## config.mk

```make
export PLATFORM = sky130hd
export DESIGN_NAME = adc_sbc_hl_top
export DESIGN_NICKNAME = d
export VERILOG_FILES = /design/src/adc_sbc_pkg.sv /design/src/adc_sbc_hl_top.sv /design/src/alu16_adc_sbc.sv /design/src/decoder_op_xotr_01xxx010.sv /design/src/register_pair_file.sv /design/src/xotr_sequencer.sv
export VERILOG_INCLUDE_DIRS = /design/src /design/src/src
export SDC_FILE = /design/constraint.sdc
export NUM_CORES = 1
export LEC_CHECK = 0
export BUFFER_PORTS_ARGS = -buffer_cell sky130_fd_sc_hd__buf_2
export CORE_MARGIN = 2
export CORE_UTILIZATION = 50
export CTS_CLUSTER_DIAMETER = 50
export DETAILED_ROUTE_END_ITERATION = 10
export GPL_ROUTABILITY_DRIVEN = 0
export PLACE_DENSITY = 0.74
export SLEW_MARGIN = 5
export SYNTH_ARGS = -nofsm -noshare
export SYNTH_HDL_FRONTEND = slang
export SYNTH_SLANG_ARGS = --single-unit
```

## constraint.sdc

```tcl
create_clock -name clk -period 4.2 [get_ports clk]
set_input_delay 0.42 -clock clk [delete_from_list [all_inputs] [get_ports clk]]
set_output_delay 0.42 -clock clk [all_outputs]
set_load 0.03 [all_outputs]
```

## src/adc_sbc_settings.svh

```systemverilog
// XPT step numbers of ADC/SBC HL,ss. They are fixed by the instruction
// timing and are not meant to be tuned.
`ifndef ADC_SBC_SETTINGS_SVH
`define ADC_SBC_SETTINGS_SVH

// ====================
// XPT counter
// ====================

// Width of the XPT state counter.
`define XPT_W 5

// Step at which HL and F are written from the ALU.
`define XPT_WRITE_STEP 4

// Step at which the instruction ends and done is raised.
`define XPT_END_STEP 10

`endif

```

## src/adc_sbc_pkg.sv

```systemverilog
// Shared types for the ADC/SBC HL,ss group. The XPT width comes from the settings header.
`default_nettype none

`include "adc_sbc_settings.svh"

package adc_sbc_pkg;

    typedef logic [15:0] word_t;
    typedef logic [7:0] byte_t;
    typedef logic [`XPT_W-1:0] xpt_t;

    // Pair code from opcode bits 5:4. Code 3 is SP, not AF.
    typedef logic [1:0] pair_sel_t;

    typedef enum logic {
        SEQ_IDLE,
        SEQ_RUN
    } seq_state_t;

    // Control strobes from the decoder.
    typedef struct packed {
        logic      hl_write;
        logic      flag_write;
        logic      subtract;
        pair_sel_t pair_sel;
        logic      op_end;
    } xotr_ctrl_t;

    typedef struct packed {
        word_t result;
        byte_t flags;
    } alu_out_t;

endpackage

`default_nettype wire

```

## src/adc_sbc_hl_top.sv

```systemverilog
// ADC/SBC HL,ss execution group. The opcode is assumed to be from 01xxx010
// after the ED prefix; one instruction at a time, no back-pressure.
`default_nettype none

module adc_sbc_hl_top (
    input  wire logic                   clk,
    input  wire logic                   rst,
    input  wire logic                   start,
    input  wire adc_sbc_pkg::byte_t     opcode,
    input  wire logic                   load,
    input  wire adc_sbc_pkg::pair_sel_t load_sel,
    input  wire adc_sbc_pkg::word_t     load_value,
    input  wire logic                   load_f,
    input  wire adc_sbc_pkg::byte_t     load_flags,
    output logic                        busy,
    output logic                        done,
    output adc_sbc_pkg::word_t          hl,
    output adc_sbc_pkg::byte_t          flags
);

    import adc_sbc_pkg::*;

    xpt_t       xpt;
    logic       run_enable;
    byte_t      src_byte;
    xotr_ctrl_t ctrl;
    alu_out_t   alu;
    word_t      pair_value;
    logic       carry_in;

    xotr_sequencer u_seq (
        .clk        (clk),
        .rst        (rst),
        .start      (start),
        .opcode     (opcode),
        .op_end     (ctrl.op_end),
        .xpt        (xpt),
        .run_enable (run_enable),
        .src_byte   (src_byte),
        .busy       (busy)
    );

    decoder_op_xotr_01xxx010 u_dec (
        .enable (run_enable),
        .xpt    (xpt),
        .source (src_byte),
        .ctrl   (ctrl),
        .done   (done)
    );

    alu16_adc_sbc u_alu (
        .a        (hl),
        .b        (pair_value),
        .carry_in (carry_in),
        .subtract (ctrl.subtract),
        .alu      (alu)
    );

    register_pair_file u_regs (
        .clk        (clk),
        .rst        (rst),
        .busy       (busy),
        .load       (load),
        .load_sel   (load_sel),
        .load_value (load_value),
        .load_f     (load_f),
        .load_flags (load_flags),
        .ctrl       (ctrl),
        .alu        (alu),
        .hl_value   (hl),
        .pair_value (pair_value),
        .carry_in   (carry_in),
        .flags      (flags)
    );

endmodule

`default_nettype wire

```

## src/alu16_adc_sbc.sv

```systemverilog
// Combinational 16-bit ADC/SBC with full Z80 flags, including F bits 5 and 3.
// Subtraction is done as addition of the inverted operand and carry.
`default_nettype none

module alu16_adc_sbc (
    input  wire adc_sbc_pkg::word_t a,
    input  wire adc_sbc_pkg::word_t b,
    input  wire logic               carry_in,
    input  wire logic               subtract,
    output adc_sbc_pkg::alu_out_t   alu
);

    import adc_sbc_pkg::*;

    word_t       b_eff;
    logic        c_eff;
    logic [16:0] sum;
    logic [12:0] low_sum;
    word_t       result;
    logic        half;
    logic        carry;
    logic        overflow;

    // ====================
    // Adder
    // ====================

    // a - b - c is a + ~b + ~c, with the carry outs inverted to borrows.
    assign b_eff = subtract ? ~b : b;
    assign c_eff = subtract ? ~carry_in : carry_in;

    assign sum     = {1'b0, a} + {1'b0, b_eff} + {16'd0, c_eff};
    assign low_sum = {1'b0, a[11:0]} + {1'b0, b_eff[11:0]} + {12'd0, c_eff};

    assign result = sum[15:0];
    assign carry  = sum[16] ^ subtract;
    assign half   = low_sum[12] ^ subtract;

    // Signed overflow: both effective operands agree in sign and the result does not.
    assign overflow = (a[15] == b_eff[15]) && (result[15] != a[15]);

    // ====================
    // Flag byte
    // ====================

    always_comb begin
        alu.result   = result;
        alu.flags[7] = result[15];
        alu.flags[6] = (result == 16'h0000);
        alu.flags[5] = result[13];
        alu.flags[4] = half;
        alu.flags[3] = result[11];
        alu.flags[2] = overflow;
        alu.flags[1] = subtract;
        alu.flags[0] = carry;
    end

endmodule

`default_nettype wire

```

## src/decoder_op_xotr_01xxx010.sv

```systemverilog
// Decodes ADC/SBC HL,ss from the XPT state and the latched opcode. Bits 7:6
// and 2:0 of the opcode are assumed to be 01 and 010 and are not checked.
`default_nettype none

`include "adc_sbc_settings.svh"

module decoder_op_xotr_01xxx010 (
    input  wire logic               enable,
    input  wire adc_sbc_pkg::xpt_t  xpt,
    input  wire adc_sbc_pkg::byte_t source,
    output adc_sbc_pkg::xotr_ctrl_t ctrl,
    output logic                    done
);

    import adc_sbc_pkg::*;

    logic write_step;
    logic end_step;

    // ====================
    // XPT decode
    // ====================

    assign write_step = enable && (xpt == xpt_t'(`XPT_WRITE_STEP));
    assign end_step   = enable && (xpt == xpt_t'(`XPT_END_STEP));

    // ====================
    // Control strobes
    // ====================

    always_comb begin
        ctrl = '0;

        if (write_step) begin
            ctrl.hl_write   = 1'b1;
            ctrl.flag_write = 1'b1;
            // Bit 3 set is ADC, clear is SBC.
            ctrl.subtract   = ~source[3];
            ctrl.pair_sel   = source[5:4];
        end

        // End of the instruction; the sequencer resets XPT on this.
        ctrl.op_end = end_step;
    end

    assign done = ctrl.op_end;

endmodule

`default_nettype wire

```

## src/register_pair_file.sv

```systemverilog
// Holds BC, DE, HL, SP and F. External loads are dropped while an instruction
// runs; the instruction write takes precedence over any load.
`default_nettype none

module register_pair_file (
    input  wire logic                    clk,
    input  wire logic                    rst,
    input  wire logic                    busy,
    input  wire logic                    load,
    input  wire adc_sbc_pkg::pair_sel_t  load_sel,
    input  wire adc_sbc_pkg::word_t      load_value,
    input  wire logic                    load_f,
    input  wire adc_sbc_pkg::byte_t      load_flags,
    input  wire adc_sbc_pkg::xotr_ctrl_t ctrl,
    input  wire adc_sbc_pkg::alu_out_t   alu,
    output adc_sbc_pkg::word_t           hl_value,
    output adc_sbc_pkg::word_t           pair_value,
    output logic                         carry_in,
    output adc_sbc_pkg::byte_t           flags
);

    import adc_sbc_pkg::*;

    // Index 0 BC, 1 DE, 2 HL, 3 SP.
    word_t pairs [4];
    byte_t f_reg;

    // ====================
    // Pair registers
    // ====================

    always_ff @(posedge clk) begin
        if (rst) begin
            for (int i = 0; i < 4; i++) begin
                pairs[i] <= '0;
            end
        end else if (ctrl.hl_write) begin
            pairs[2] <= alu.result;
        end else if (load && !busy) begin
            pairs[load_sel] <= load_value;
        end
    end

    always_ff @(posedge clk) begin
        if (rst) begin
            f_reg <= '0;
        end else if (ctrl.flag_write) begin
            f_reg <= alu.flags;
        end else if (load_f && !busy) begin
            f_reg <= load_flags;
        end
    end

    // ====================
    // Read side
    // ====================

    assign hl_value   = pairs[2];
    assign pair_value = pairs[ctrl.pair_sel];
    assign carry_in   = f_reg[0];
    assign flags      = f_reg;

endmodule

`default_nettype wire

```

## src/xotr_sequencer.sv

```systemverilog
// Steps the XPT counter of one ED-prefixed instruction. Start is ignored while
// busy, and the end step is known only through op_end from the decoder.
`default_nettype none

`include "adc_sbc_settings.svh"

module xotr_sequencer (
    input  wire logic               clk,
    input  wire logic               rst,
    input  wire logic               start,
    input  wire adc_sbc_pkg::byte_t opcode,
    input  wire logic               op_end,
    output adc_sbc_pkg::xpt_t       xpt,
    output logic                    run_enable,
    output adc_sbc_pkg::byte_t      src_byte,
    output logic                    busy
);

    import adc_sbc_pkg::*;

    seq_state_t state;

    // ====================
    // State and counter
    // ====================

    always_ff @(posedge clk) begin
        if (rst) begin
            state <= SEQ_IDLE;
            xpt   <= '0;
        end else begin
            case (state)
                SEQ_IDLE: begin
                    if (start) begin
                        state <= SEQ_RUN;
                        xpt   <= '0;
                    end
                end
                SEQ_RUN: begin
                    if (op_end) begin
                        state <= SEQ_IDLE;
                        xpt   <= '0;
                    end else begin
                        xpt <= xpt + {{(`XPT_W - 1){1'b0}}, 1'b1};
                    end
                end
                default: state <= SEQ_IDLE;
            endcase
        end
    end

    // The opcode byte is held for the whole instruction.
    always_ff @(posedge clk) begin
        if (state == SEQ_IDLE && start) begin
            src_byte <= opcode;
        end
    end

    assign run_enable = (state == SEQ_RUN);
    assign busy       = (state == SEQ_RUN);

endmodule

`default_nettype wire

```

; Yosys cells after proc, flatten, opt, wreduce, memory -nomap -nowiden
; Memory sizes are Yosys's and may differ from the RTL's.
; Index checks and enable logic that the tools add are counted.
[op_classes]
n_addsub = 5
eq_ne = 5
mux = 24
bitwise = 7
n_reduce_logical = 10
[ops]
columns = cell, n
row1 = two-way mux 16 bit, 3
row2 = adder 16 x 16 -> 17 bit, 1
row3 = adder 17 x 1 -> 17 bit, 1
row4 = zero test 16 bit, 1
row5 = two-way mux 8 bit, 2
row6 = inverter 16 bit, 1
row7 = OR reduction 16 bit, 1
row8 = two-way mux 5 bit, 3
row9 = adder 12 x 12 -> 13 bit, 1
row10 = adder 13 x 1 -> 13 bit, 1
row11 = two-way mux 1 bit, 13
row12 = one-hot mux 5 bit (2 select lines), 1
row13 = logical AND 1 bit, 6
row14 = "adder 5 x 1 -> 5 bit, second input constant", 1
row15 = "equality test 5 x 3 -> 1 bit, second input constant", 1
row16 = "equality test 5 x 4 -> 1 bit, second input constant", 1
row17 = inverter 1 bit, 3
row18 = two-way mux 2 bit, 1
row19 = "inequality test 2 bit, second input constant", 1
row20 = one-hot mux 1 bit (2 select lines), 1
row21 = nonzero test 2 bit, 1
row22 = XOR 1 bit, 2
row23 = equality test 1 bit, 1
row24 = zero test 1 bit, 1
row25 = 2 further kinds, 2
[word_totals]
regBits = 20
mem_bits_rw = 64
in_bits = 39
mem_count = 1
[memory_table]
columns = name, words, word_bits, read_ports, rd_ports_with_merged_regs, wr, line_no
row1 = u_regs.pairs, 4, 16, 2, 0, 4, register_pair_file.sv:25  ; word_t pairs [4];

; Longest topological paths before layout
; Gate-level depths: netlist (run 1).
; An unclocked memory read counts as a cell.
[depth]
ltp_word = 11
ltp_mapped = 20
mapped_depth_nobuf = 18

; Cells and area by module
; Synthesis (run 1) repeated with hierarchy kept, for this count alone.
[hier_totals]
hier_cells = 415
hier_area_um2 = 5048.6
[modules_own_cells]
columns = module, instances, cells_each, area_per_inst_um2, seq_area_each_um2
row1 = register_pair_file, 1, 213, 3283.1, 2082.0
row2 = alu16_adc_sbc, 1, 147, 1148.6, 0.0
row3 = xotr_sequencer, 1, 42, 536.8, 360.3
row4 = decoder_op_xotr_01xxx010, 1, 13, 80.1, 0.0

; Least setup slack after synthesis (run 1)
; Ideal clock, no wire load.
[synth_timing]
kind = register to register
startpoint = reg u_seq.state, in the netlist u_seq.busy
endpoint = reg u_regs.f_reg[6], in the netlist u_regs.flags[6]
setup_time_ns = 0.116
arrival_ns = 4.198
t_required_ns = 4.084
slack_ns = -0.113
path_stages_with_launch = 19
path_buffers = 2
cell_sequence = dfxtp_1 -> nand2_1 -> nor3_1 -> and2_1 -> clkbuf_1 -> clkbuf_1 -> nand2_1 -> a31oi_1 -> xnor2_1 -> fa_1 -> fa_1 -> nor2b_1 -> o2111ai_1 -> a211oi_1 -> nor2_1 -> and4b_1 -> a211oi_1 -> nor4_1 -> a31o_1
[synth_via]
elab_chain_cells = 9
[synth_lines]
columns = element, line_no
row1 = start: declaration, xotr_sequencer.sv:21  ; seq_state_t state;
row2 = start signal: assignment, xotr_sequencer.sv:29  ; state <= SEQ_IDLE;
row3 = start signal: assignment, xotr_sequencer.sv:35  ; state <= SEQ_RUN;
row4 = start signal: assignment, xotr_sequencer.sv:41  ; state <= SEQ_IDLE;
row5 = logical AND 1 bit, decoder_op_xotr_01xxx010.sv:24  ; assign write_step = enable && (xpt == xpt_t'(`XPT_WRITE_STEP));
row6 = two-way mux 5 bit, decoder_op_xotr_01xxx010.sv:34  ; if (write_step) begin
row7 = memory (4 x 16 bit), --
row8 = inverter 16 bit, alu16_adc_sbc.sv:29  ; assign b_eff = subtract ? ~b : b;
row9 = two-way mux 16 bit, alu16_adc_sbc.sv:29
row10 = adder 16 x 16 -> 17 bit, alu16_adc_sbc.sv:32  ; assign sum = {1'b0, a} + {1'b0, b_eff} + {16'd0, c_eff};
row11 = adder 17 x 1 -> 17 bit, alu16_adc_sbc.sv:32
row12 = zero test 16 bit, alu16_adc_sbc.sv:49  ; alu.flags[6] = (result == 16'h0000);
row13 = two-way mux 8 bit, register_pair_file.sv:47  ; end else if (ctrl.flag_write) begin
row14 = end signal: assignment, register_pair_file.sv:48  ; f_reg <= alu.flags;
row15 = end signal: assignment, register_pair_file.sv:50  ; f_reg <= load_flags;
row16 = end: declaration, register_pair_file.sv:26  ; byte_t f_reg;
; Parallel ways exist; a longest one is shown, timed or not.
; A chain may end at the register's enable or synchronous reset.

; Final worst setup path (run 1)
[layout_timing]
startpoint = reg u_seq.xpt[0]
endpoint = reg u_regs.f_reg[0], in the netlist u_regs.flags[0]
[layout_via]
elab_chain_cells = 10
[layout_lines]
columns = element, line_no
row1 = start: declaration, xotr_sequencer.sv:13  ; output adc_sbc_pkg::xpt_t xpt,
row2 = start signal: assignment, xotr_sequencer.sv:44  ; xpt <= xpt + {{(`XPT_W - 1){1'b0}}, 1'b1};
row3 = equality test 5 x 3 -> 1 bit *, decoder_op_xotr_01xxx010.sv:24
row4 = logical AND 1 bit *, decoder_op_xotr_01xxx010.sv:24
row5 = two-way mux 5 bit *, decoder_op_xotr_01xxx010.sv:34
row6 = memory (4 x 16 bit), --
row7 = inverter 16 bit, alu16_adc_sbc.sv:29
row8 = two-way mux 16 bit, alu16_adc_sbc.sv:29
row9 = adder 16 x 16 -> 17 bit, alu16_adc_sbc.sv:32
row10 = adder 17 x 1 -> 17 bit, alu16_adc_sbc.sv:32
row11 = XOR 1 bit, alu16_adc_sbc.sv:36  ; assign carry = sum[16] ^ subtract;
row12 = two-way mux 8 bit, register_pair_file.sv:47
; Every way passes the cells marked *; elsewhere a longest branch is shown, timed or not.

==> results of run 1 <==
power by group:
group | internal, W | switching (W)
combinational | 0.000113 | 0.000176
sequential | 0.000907 | 0.0000226
clock | 0.000400 | 0.000291
Yosys cell counts, drive strengths merged, types with 4 or more instances:
cell | number | area share (%)
edfxtp | 67 | 42
and2 | 50 | 6.5
nand2 | 48 | 3.8
a211oi | 27 | 4.3
nor2b | 24 | 3.1
xor2 | 23 | 4.2
nor2 | 22 | 1.9
clkbuf | 21 | 1.6
ha | 18 | 4.7
a31oi | 17 | 2.2
dfxtp | 14 | 5.9
a21oi | 13 | 1.4
o21ai | 12 | 1.3
xnor2 | 11 | 2.2
a22o | 9 | 1.6
nor3 | 8 | 0.84
inv | 6 | 0.47
a21o | 5 | 0.78
mux2i | 5 | 1.0
or2 | 5 | 0.65
and3 | 4 | 0.63
buf | 4 | 0.57
o21a | 4 | 0.63
critical path: stages, from the launching register on:
cell      delay, ns
dfxtp_2        0.33
inv_2          0.08
ha_4           0.13
nand2_2        0.06
nor3_4         0.16
buf_6          0.15
and2_4         0.16
buf_4          0.16
nand2_1        0.08
a31oi_1        0.25
xor2_1         0.24
ha_1           0.28
a211o_1        0.30
and4bb_2       0.34
a211oi_2       0.08
or2_2          0.33
a311oi_2       0.31
o21bai_1       0.13
xor2_1         0.16
a211oi_1       0.22
metal layers:
layer  up-vias  wire, um  global-route usage (%)
met4         0       101                    7.08
met3         8       633                    3.83
met1      1832      5340                    32.2
met2       131      5520                    35.7
met5         -         0                       0
li1       1832         -                       -
timing repair:
item | CTS | global route
pin swaps | 1 | 13
resized for setup | 5 | 24
endpoints found under the setup margin | 7 | 8
setup buffers | 0 | 2
logic make-up (layout without fill, tap and decap cells):
group,Yosys count,after routing,share of synthesized area [%]
compound gates,105,105,15.8
xor+xnor,34,34,6.37
fa+ha+maj,20,20,5.54
buf+inv,31,111,2.69
flops,81,81,47.9
mux,5,5,1.04
simple gates,182,182,20.7
registers in the layout, indices dropped and copies added (netlist names):
name            cells
u_regs.pairs       64
u_regs.flags        8
u_seq.xpt           5
u_seq.src_byte      3
u_seq.busy          1
final cells by class:
type                            count  area, sq um  area share, %
Sequential cell                    81         2300           40.0
Timing Repair Buffer               89          541           9.42
Clock buffer                       10          128           2.22
Tap cell                          129          161           2.81
Multi-Input combinational cell    346         2470           43.1
Inverter                            6         22.5          0.392
Clock inverter                      6          115           2.01
through the flow:
| stage | cells | area (sq um) | worst slack [ns] | util [%] | TNS, ns |
|---|---|---|---|---|---|
| after floorplan | 458 | 4790 | 0.0223 | - | 0 |
| after global placement | 649 | 5360 | 0.0448 | 57.8 | 0 |
| after detailed placement | 649 | 5360 | -0.0689 | 57.8 | -0.284 |
| after CTS | 665 | 5630 | 0.0107 | 60.7 | 0 |
| after global routing | 667 | 5740 | -0.0265 | 61.8 | -0.0468 |
| final | 667 | 5740 | 0.158 | 61.8 | 0 |
worst max path at each step:
| stage | to | slack, ns | from |
|---|---|---|---|
| after global placement | u_regs.flags[6] | 0.04 | u_seq.xpt[0] |
| final | u_regs.flags[0] | 0.16 | u_seq.xpt[0] |
| after CTS | u_regs.flags[0] | 0.01 | u_seq.xpt[0] |
| after detailed placement | u_regs.flags[0] | -0.07 | u_seq.xpt[0] |
| after floorplan | u_regs.flags[6] | 0.02 | u_seq.xpt[0] |
| after global routing | u_regs.pairs[2][15] | -0.03 | u_seq.xpt[0] |
==> qor_table.md, run 1 <==
| Metric | Value | Unit |
|:---|:---|:---|
| Initial Util | 51.6 | % |
| Most common cell after layout, fill and taps aside | edfxtp_1 | - |
| Overall die width | 102 | um |
| Proportion of layout cells with a drive suffix above 1 | 26.0 | % |
| Post-synth top flop | edfxtp_1 | - |
| Wirelength, routed | 11.6 | mm |
| Commonest cells after routing, fill and taps aside | edfxtp_1 (67), buf_2 (59), and2_1 (49) | - |
| Total of buffers placed on input and output ports | 59 | - |
| Fraction of the yosys area taken by sequential cells | 47.9 | % |
| Vert. Die Dim | 102 | um |
| Count of endpoints failing hold in the final timing report | 0 | - |
| Root Buffer Master | clkbuf_8 | - |
| Flop2flop setup slack | 0.16 | ns |
| TritonCTS clock tree | done | - |
| Final #Nets | 592 | - |
| Pwr per Cell Area | 333 | nW/um^2 |
| Unique masters post-synth | 58 | - |
| Number of levels in the clock H-tree | 3 | - |
| Critical hold path startpoint | opcode[4] | - |
| Count of antenna-violating nets left after detailed routing | 0 | - |
| Fin crit share | 96.2 | % |
| Total of hold buffers inserted after clock tree synthesis | 0 | - |
| Number of antenna violations at the first check in global routing | 0 | - |
| CTS buffer count | 9 | - |
| Largest net degree at the start of global routing | 23 | - |
| Avg Cell Area, Syn | 10.5 | sq um |
| Total of fill cells in the finished design | 786 | - |
| Full die area | 10400 | sq um |
| Vias in the first global route | 3640 | - |
| Number of remaining DRC errors | 0 | - |
| Count of final setup violators | 0 | - |
| Post-CTS clock slew at the launch and capture registers of the worst setup and hold paths | 0.09 | ns |
| Site row count | 35 | - |
| Synth warnings | 0 | - |
| Worst-margin pin slew | 0.943 | ns |
| Worst-case hold path end point | u_seq.src_byte[4] | - |
| Pins Over Slew Limit | 0 | - |
| Fraction of registers with async set or reset after synthesis | 0 | % |
| Skew final | 0.0105 | ns |
| Global-route wire length before repair | 18.2 | mm |
| Post-route total power | 0.00191 | W |
| Core ar. | 9280 | sq um |
| First DRT Iteration DRCs | 222 | - |
| Final routed wire length divided by cell count | 17.4 | um |
| Layout Area Growth over Synthesis | 19.8 | % |
| Buffer levels on the longest clock path | 2 | - |
| Max_cap viols | 0 | - |
| Vias per cell | 5.70 | - |
| Crit path arrival time | 4.31 | ns |
| Count of inserted antenna diode cells | 0 | - |
| Worst hold slack | 0.244 | ns |
| Min-Delay Path Depth | 1 | - |
| Post-synthesis sequential element count | 81 | - |
| Syn Nets | 517 | - |
| Largest fanout of any net on the critical path | 10 | - |
| Tot GR Track Use | 22.6 | % |
| Cell area after technology mapping | 4790 | sq um |
| First drt pass iteration count | 5 | - |
| Launch instance of the worst register-to-register path | u_seq.xpt[0] | - |
| Achievable clock frequency | 247 | MHz |
| Worst Path Required | 4.47 | ns |
| Detailed Place HPWL | 8.76 | mm |
| Worst Reg2Reg Path Length in Cells | 19 | - |
| Nature of the critical path endpoint | flop | - |
| Clock latency at the later pin of the worst-skew pair | 0.35 | ns |
| Vias | 3803 | - |
| IR Drop Worst-Case VDD | 153 | uV |
| I/O Pins | 65 | - |
| Number of enable flip-flop cells after synthesis | 67 | - |
| Relative slew margins | 37.0 | % |
| Outcome | complete, no violations | - |
| Type of origin of the critical path | flop | - |
| Hold crit path type | input pin to flop | - |
| Leakage power | 2.35 | nW |
| Clock Sink Count | 81 | - |
| Post-layout minimum cycle time | 4.04 | ns |
| Reg2reg end | u_regs.flags[0] | - |
| Remaining Overflow, GRT | 0 | - |
| Cells after synthesis | 458 | - |
| Category of the critical setup timing path | flop to flop | - |
Power figures use the tool's default switching activity.
==> inputs of run 2 (changes only) <==
clock period = 3.3 ns   (was 4.2 ns; I/O delays follow)
==> run 2 against run 1 <==
Against the previous run: the run now ends with negative setup slack left; global-route usage up 3.4 points; sequential share of layout area decreased by 5.7 points; critical path depth decreased by 1; final area is 16% higher; routed wire length is 17% higher; total power rose by 30%; die area stayed put; non-clock buffer count up 77; first-iteration DRC count up 42%; worst setup slack got worse by 0.80 ns; highest routed layer unchanged.
==> qor_table.md, run 2 (synthesis gave the netlist of run 1 again) <==
| Metric | Value | Unit | Delta |
|:---|:---|:---|:---|
| Number of remaining DRC errors | 0 | - | unchanged |
| Initial Util | 51.6 | % | unchanged |
| Overall die width | 102 | um | unchanged |
| Buffer levels on the longest clock path | 2 | - | unchanged |
| Root Buffer Master | clkbuf_8 | - | unchanged |
| Largest fanout of any net on the critical path | 6 | - | was 10 |
| Type of origin of the critical path | flop | - | unchanged |
| Violations in the final reports | negative setup slack | - |  |
| Final #Nets | 669 | - | was 592 |
| Reg2reg end | u_regs.pairs[2][15] | - | was u_regs.flags[0] |
| Critical hold path startpoint | opcode[3] | - | was opcode[4] |
| Final routed wire length divided by cell count | 18.2 | um | was 17.4 um |
| Full die area | 10400 | sq um | unchanged |
| Delay of the slowest cell on the worst path | 0.40 | ns | was 0.34 ns |
| Vert. Die Dim | 102 | um | unchanged |
| Flop2flop setup slack | -0.64 | ns | was 0.16 ns |
| Post-layout worst setup margin | -0.640 | ns | was 0.158 ns |
| Vias per cell | 5.66 | - | was 5.70 |
| Max_cap viols | 0 | - | unchanged |
| Final non-filler cell area | 6680 | sq um | was 5740 sq um |
| Total of buffers placed on input and output ports | 59 | - | unchanged |
| Pins Over Slew Limit | 0 | - | unchanged |
| Top register by number of flip-flops | u_regs.pairs | - | unchanged |
| Nature of the critical path endpoint | flop | - | unchanged |
| Number of buffers and inverters on the critical path | 2 | - | was 3 |
| Global-route wire length before repair | 20.7 | mm | was 18.2 mm |
| Count of placed standard cells including taps | 707 | - | was 649 |
| Worst hold slack | 0.144 | ns | was 0.244 ns |
| Worst setup path endpoint | u_regs.pairs[2][15] | - | was u_regs.flags[0] |
| Category of the critical setup timing path | flop to flop | - | unchanged |
| Most common cell after layout, fill and taps aside | buf_4 | - | was edfxtp_1 |
| Worst Path Required | 3.41 | ns | was 4.47 ns |
| Family with the most delay on the worst path | compound AO/OA/AOI/OAI gates | - | unchanged |
| First DRT Iteration DRCs | 315 | - | was 222 |
| Count of antenna-violating nets left after detailed routing | 0 | - | unchanged |
| Pwr per Cell Area | 372 | nW/um^2 | was 333 nW/um^2 |
| Remaining Overflow, GRT | 0 | - | unchanged |
| Achievable clock frequency | 254 | MHz | was 247 MHz |
| Count of endpoints failing hold in the final timing report | 0 | - | unchanged |
| Skew final | 0.0141 | ns | was 0.0105 ns |
| Number of levels in the clock H-tree | 3 | - | unchanged |
| Leakage power | 2.85 | nW | was 2.35 nW |
| Vias | 4213 | - | was 3803 |
| Post-route total power | 0.00248 | W | was 0.00191 W |
| Worst-margin pin slew | 0.976 | ns | was 0.943 ns |
| Instance area after placement | 5930 | sq um | was 5360 sq um |
| Tot GR Track Use | 26.0 | % | was 22.6% |
| Critical Path, Cell by Cell | inv_2 > ha_4 > nand2_4 > nor3_4 > nand2_4 > buf_12 > a211oi_4 > a31oi_4 > xor2_1 > ha_1 > and3_4 > a211oi_4 > a21oi_2 > o41a_1 > a2111oi_4 > nor2_2 > xnor2_2 > o21ai_1 | - | was inv_2 > ha_4 > nand2_2 > nor3_4 > buf_6 > and2_4 > buf_4 > nand2_1 > a31oi_1 > xor2_1 > ha_1 > a211o_1 > and4bb_2 > a211oi_2 > or2_2 > a311oi_2 > o21bai_1 > xor2_1 > a211oi_1 |
| Wirelength, routed | 13.6 | mm | was 11.6 mm |
| Site row count | 35 | - | unchanged |
| Layout Area Growth over Synthesis | 39.6 | % | was 19.8% |
| Outcome | finished with violations | - | was complete, no violations |
| Commonest cells after routing, fill and taps aside | buf_4 (97), edfxtp_1 (67), buf_2 (59) | - | was edfxtp_1 (67), buf_2 (59), and2_1 (49) |
| Detailed Place HPWL | 9.74 | mm | was 8.76 mm |
| Launch point of the worst path | u_seq.xpt[0] | - | unchanged |
| Hold crit path type | input pin to flop | - | unchanged |
| Vias in the first global route | 4047 | - | was 3640 |
| Count of final setup violators | 19 | - | was 0 |
| Launch instance of the worst register-to-register path | u_seq.xpt[0] | - | unchanged |
| Post-CTS clock slew at the launch and capture registers of the worst setup and hold paths | 0.09 | ns | about the same |
| CP max-delay cell | o41a_1 | - | was and4bb_2 |
| CTS buffer count | 9 | - | unchanged |
| Setup slack after placement | -0.738 | ns | was -0.0689 ns |
| Relative slew margins | 34.8 | % | was 37.0% |
| Total of hold buffers inserted after clock tree synthesis | 0 | - | unchanged |
| Clock latency at the later pin of the worst-skew pair | 0.36 | ns | was 0.35 ns |
| Clock Sink Count | 81 | - | unchanged |
| Count of inserted antenna diode cells | 0 | - | unchanged |
| Number of standard cells in the final layout excluding fillers | 744 | - | was 667 |
| IR Drop Worst-Case VDD | 237 | uV | was 153 uV |
| Fin crit share | 119 | % | was 96.2% |
| Post-layout minimum cycle time | 3.94 | ns | was 4.04 ns |
| Flip-flop count of the largest register, all copies and words added | 64 | - | unchanged |
| Stages on the worst setup path | 18 | - | was 19 |
| TritonCTS clock tree | done | - | unchanged |
| Worst Reg2Reg Path Length in Cells | 18 | - | was 19 |
| Number of antenna violations at the first check in global routing | 0 | - | unchanged |
| First drt pass iteration count | 7 | - | was 5 |
| Largest net degree at the start of global routing | 23 | - | unchanged |
| Proportion of layout cells with a drive suffix above 1 | 42.8 | % | was 26.0% |
| Crit path arrival time | 4.05 | ns | was 4.31 ns |
| I/O Pins | 65 | - | unchanged |
| Core ar. | 9280 | sq um | unchanged |
| Unrepaired setup endpoints after global routing | yes | - |  |
run 2: where the power goes:
group          switching (W)  internal, W  leakage [nW]
sequential         0.0000297      0.00116         0.812
combinational       0.000276     0.000231          1.93
clock               0.000390     0.000401         0.110
run 2: metrics by stage:
step / setup TNS, ns / utilization (%)
4_1_cts: -6.37 / 69.1
3_5_place_dp: -7.80 / 63.8
3_3_place_gp: -5.68 / 63.8
2_1_floorplan: -3.53 / -
5_1_grt: -9.76 / 72.0
6_report: -7.31 / 72.0
run 2: timing repair:
item | CTS | global route
gates cloned | 1 | 0
endpoints found under the hold margin | 0 | 0
endpoints found under the setup margin | 19 | 19
pin swaps | 25 | 32
setup buffers | 12 | 11
resized for setup | 33 | 40
run 2: worst min path at each step:
| stage | to | slack (ns) | cells past startpoint |
|---|---|---|---|
| 3_3_place_gp | u_regs.flags[1] | 0.49 | 2 |
| 2_1_floorplan | u_seq.src_byte[3] | 0.43 | 0 |
| 4_1_cts | u_seq.src_byte[5] | 0.13 | 1 |
| 3_5_place_dp | u_seq.src_byte[3] | 0.51 | 1 |
| 5_1_grt | u_seq.src_byte[3] | 0.14 | 1 |
| 6_report | u_seq.src_byte[3] | 0.14 | 1 |
run 2: routing by layer:
metal | global-route usage, % | wire length (um) | up-vias
met5 | 0 | 0 | -
met4 | 7.90 | 236 | 0
li1 | - | - | 1976
met3 | 3.21 | 646 | 23
met2 | 41.4 | 6580 | 132
met1 | 37.6 | 6090 | 2082
run 2: worst reg2reg max path, delay by kind of cell, from the launching register on:
kind	cells	cell delay (ns)
AO/OA/AOI/OAI	7	1.51
XOR/XNOR	2	0.41
adder cells (fa/ha/maj)	2	0.46
buffers and inverters	2	0.24
flip-flops	1	0.34
AND/OR/NAND/NOR	5	0.72
run 2: area by class of cell:
| cell class | count | area [sq um] |
|---|---|---|
| clock buffers | 11 | 153 |
| clock inverters | 5 | 58.8 |
| fillers | 641 | 2600 |
| inverters | 6 | 22.5 |
| multi-input cells | 346 | 2820 |
| flip-flops and latches | 81 | 2300 |
| well taps | 129 | 161 |
| repair buffers | 166 | 1170 |
==> inputs of run 3 (changes only) <==
--- a/config.mk
+++ b/config.mk
@@ -13,5 +13,7 @@
 export DETAILED_ROUTE_END_ITERATION = 10
 export GPL_ROUTABILITY_DRIVEN = 0
+export MAX_ROUTING_LAYER = met4
 export PLACE_DENSITY = 0.74
+export RECOVER_POWER = 25
 export SLEW_MARGIN = 5
 export SYNTH_ARGS = -nofsm -noshare
==> constraint.sdc (replaced) <==
create_clock -name clk -period 3.3 [get_ports clk]
set_input_delay 0.33 -clock clk [delete_from_list [all_inputs] [get_ports clk]]
set_output_delay 0.33 -clock clk [all_outputs]
set_load 0.005 [all_outputs]
==> run 3 against run 2 <==
Against the previous run: the flow still finishes with violations (negative setup slack); global-route usage is 0.44 points higher; critical path type unchanged; total power is 3.9% lower; largest cell class unchanged; non-clock buffer count is 5 higher; cell count is 0.67% higher.
==> qor_table.md, run 3 (synthesis gave the netlist of run 1 again) <==
| Metric | Value | Unit | Delta |
|:---|:---|:---|:---|
| Outcome | finished with violations | - | unchanged |
| I/O Pins | 65 | - | unchanged |
| Relative slew margins | 34.6 | % | was 34.8% |
| Proportion of power drawn by flip-flops and latches | 49.6 | % | was 47.7% |
| First drt pass iteration count | 5 | - | was 7 |
| Vert. Die Dim | 102 | um | unchanged |
| Top register by number of flip-flops | u_regs.pairs | - | unchanged |
| Part of the total power dissipated in combinational logic | 20.7 | % | was 20.4% |
| Count of inserted antenna diode cells | 0 | - | unchanged |
| Vias in the first global route | 3968 | - | was 4047 |
| Core ar. | 9280 | sq um | unchanged |
| Post-Route Utilization | 72.2 | % | was 72.0% |
| Global-route wire length before repair | 20.6 | mm | was 20.7 mm |
| Final #Nets | 674 | - | was 669 |
| Root Buffer Master | clkbuf_8 | - | unchanged |
| Clock network power share | 29.7 | % | was 31.9% |
| Count of placed standard cells including taps | 706 | - | was 707 |
| Pwr per Cell Area | 356 | nW/um^2 | was 372 nW/um^2 |
| Commonest cells after routing, fill and taps aside | buf_4 (103), edfxtp_1 (67), and2_1 (49) | - | was buf_4 (97), edfxtp_1 (67), buf_2 (59) |
| Overall die width | 102 | um | unchanged |
| Delay of the slowest cell on the worst path | 0.48 | ns | was 0.40 ns |
| Category of the critical setup timing path | flop to flop | - | unchanged |
| Clock Sink Count | 81 | - | unchanged |
| Vias per cell | 5.71 | - | was 5.66 |
| Count of endpoints failing hold in the final timing report | 0 | - | unchanged |
| Fin crit share | 121 | % | was 119% |
| CP max-delay cell | or4b_1 | - | was o41a_1 |
| Full die area | 10400 | sq um | unchanged |
| Nature of the critical path endpoint | flop | - | unchanged |
| Initial Util | 51.6 | % | unchanged |
| Most used cell along the critical path | a21o_1 | - |  |
| Final routed wire length divided by cell count | 18.9 | um | was 18.2 um |
| Count of final setup violators | 19 | - | unchanged |
| Vias | 4280 | - | was 4213 |
| Total of buffers placed on input and output ports | 59 | - | unchanged |
| Worst Path Required | 3.60 | ns | was 3.41 ns |
| IR Drop Worst-Case VDD | 198 | uV | was 237 uV |
| Detailed Place HPWL | 9.64 | mm | was 9.74 mm |
| Largest net degree at the start of global routing | 23 | - | unchanged |
| Worst hold slack | 0.145 | ns | was 0.144 ns |
| TritonCTS clock tree | done | - | unchanged |
| Post-layout minimum cycle time | 4.00 | ns | was 3.94 ns |
| Summed negative setup slack over all endpoints | -8.59 | ns | was -7.31 ns |
| Number of levels in the clock H-tree | 3 | - | unchanged |
| Number of remaining DRC errors | 0 | - | unchanged |
| Flip-flop count of the largest register, all copies and words added | 64 | - | unchanged |
| Worst-margin pin slew | 0.979 | ns | was 0.976 ns |
| Proportion of layout cells with a drive suffix above 1 | 40.8 | % | was 42.8% |
| Post-layout worst setup margin | -0.702 | ns | was -0.640 ns |
| Internal power contribution | 0.00169 | W | was 0.00179 W |
| Wirelength, routed | 14.2 | mm | was 13.6 mm |
| Count of antenna-violating nets left after detailed routing | 0 | - | unchanged |
| Post-CTS clock slew at the launch and capture registers of the worst setup and hold paths | 0.10 | ns | was 0.09 ns |
| Most common cell after layout, fill and taps aside | buf_4 | - | unchanged |
| Post-route total power | 0.00239 | W | was 0.00248 W |
| Number of standard cells in the final layout excluding fillers | 749 | - | was 744 |
| Site row count | 35 | - | unchanged |
| Leakage power | 2.80 | nW | was 2.85 nW |
| Critical Path, Cell by Cell | inv_2 > ha_4 > nand2_4 > nor3_4 > and2_4 > buf_4 > buf_4 > nand2_1 > a31oi_2 > xor2_1 > ha_1 > a21o_1 > a21o_1 > a21o_1 > or4b_1 > a21oi_2 > a211oi_2 > nor4_2 > a31o_1 | - | was inv_2 > ha_4 > nand2_4 > nor3_4 > nand2_4 > buf_12 > a211oi_4 > a31oi_4 > xor2_1 > ha_1 > and3_4 > a211oi_4 > a21oi_2 > o41a_1 > a2111oi_4 > nor2_2 > xnor2_2 > o21ai_1 |
| Power dissipated by switching net loads | 0.000702 | W | was 0.000696 W |
| Remaining Overflow, GRT | 0 | - | unchanged |
| Sw Ratio | 29.4 | % | was 28.0% |
| Layout Area Growth over Synthesis | 40.0 | % | was 39.6% |
| Unrepaired setup endpoints after global routing | yes | - | unchanged |
| Crit path arrival time | 4.30 | ns | was 4.05 ns |
| Achievable clock frequency | 250 | MHz | was 254 MHz |
| Hold crit path type | input pin to flop | - | unchanged |
| Tot GR Track Use | 26.5 | % | was 26.0% |
| CTS buffer count | 9 | - | unchanged |
| Violations in the final reports | negative setup slack | - | unchanged |
| Clock latency at the later pin of the worst-skew pair | 0.35 | ns | was 0.36 ns |
| Max_cap viols | 0 | - | unchanged |
| First DRT Iteration DRCs | 327 | - | was 315 |
| Type of origin of the critical path | flop | - | unchanged |
| Number of antenna violations at the first check in global routing | 0 | - | unchanged |
| Skew final | 0.00961 | ns | was 0.0141 ns |
| Pins Over Slew Limit | 0 | - | unchanged |
| Buffer levels on the longest clock path | 2 | - | unchanged |
| Largest fanout of any net on the critical path | 7 | - | was 6 |
[run 3: changes by cell type in the layout (fill, tap and decap cells not counted), sizes merged]
cell / previous run / this run
clkinv: 1 / 2
inv: 9 / 11
bufinv: 1 / 0
clkbuf: 11 / 21
buf: 165 / 159
bufbuf: 1 / 0
[run 3: path summary, 6_finish.rpt]
check | from | cells past startpoint | slack (ns) | end
max | u_seq.xpt[0] | 19 | -0.70 | u_regs.flags[6]
min | opcode[5] | 1 | 0.14 | u_seq.src_byte[5]
max reg2reg | u_seq.xpt[0] | 19 | -0.70 | u_regs.flags[6]
min reg2reg | u_regs.flags[1] | 2 | 0.52 | u_regs.flags[1]
[run 3: final cells by class]
cell class / count / area [sq um]
Clock inverter: 7 / 61.3
Fill cell: 627 / 2580
Sequential cell: 81 / 2290
Inverter: 6 / 22.5
Timing Repair Buffer: 171 / 1190
Tap cell: 129 / 161
Multi-Input combinational cell: 346 / 2860
Clock buffer: 9 / 124
[run 3: repair_timing]
| action | 4_1_cts | 5_1_grt |
|---|---|---|
| setup buffers | 6 | 21 |
| setup endpoints to repair | 19 | 19 |
| gates resized for setup | 17 | 57 |
| pin swaps | 8 | 54 |
| hold buffers | 0 | 0 |
| cloned | 0 | 1 |
[run 3: critical path, delay by kind of cell, from the launching register on]
family / cells / cell delay (ns)
buf+inv: 3 / 0.34
simple gates: 6 / 1.47
flops: 1 / 0.34
fa+ha+maj: 2 / 0.44
xor+xnor: 1 / 0.23
compound gates: 7 / 1.12
[run 3: through the flow]
stage	setup WS (ns)	area, sq um
floorplan	-0.422	4950
global placement	-0.655	5920
detailed placement	-0.720	5920
CTS	-0.575	6220
global route	-0.855	6710
finish	-0.702	6710
[run 3: layer usage]
metal  up-vias  global-route usage (%)  wire length, um
li1       1981                       -                -
met1      2084                    37.8             6040
met2       191                    40.7             6900
met3        24                    3.63              967
met4         0                    5.54              277
met5         -                       -                0
[run 3: power by group through the flow]
stage,combinational (W),clock [W],sequential [W]
6_report,0.000493,0.000710,0.00118
5_1_grt,0.000527,0.000759,0.00119
4_1_cts,0.000415,0.000713,0.00118
3_5_place_dp,0.000400,0,0.00120
3_3_place_gp,0.000391,0,0.00120
2_1_floorplan,0.000215,0,0.00120
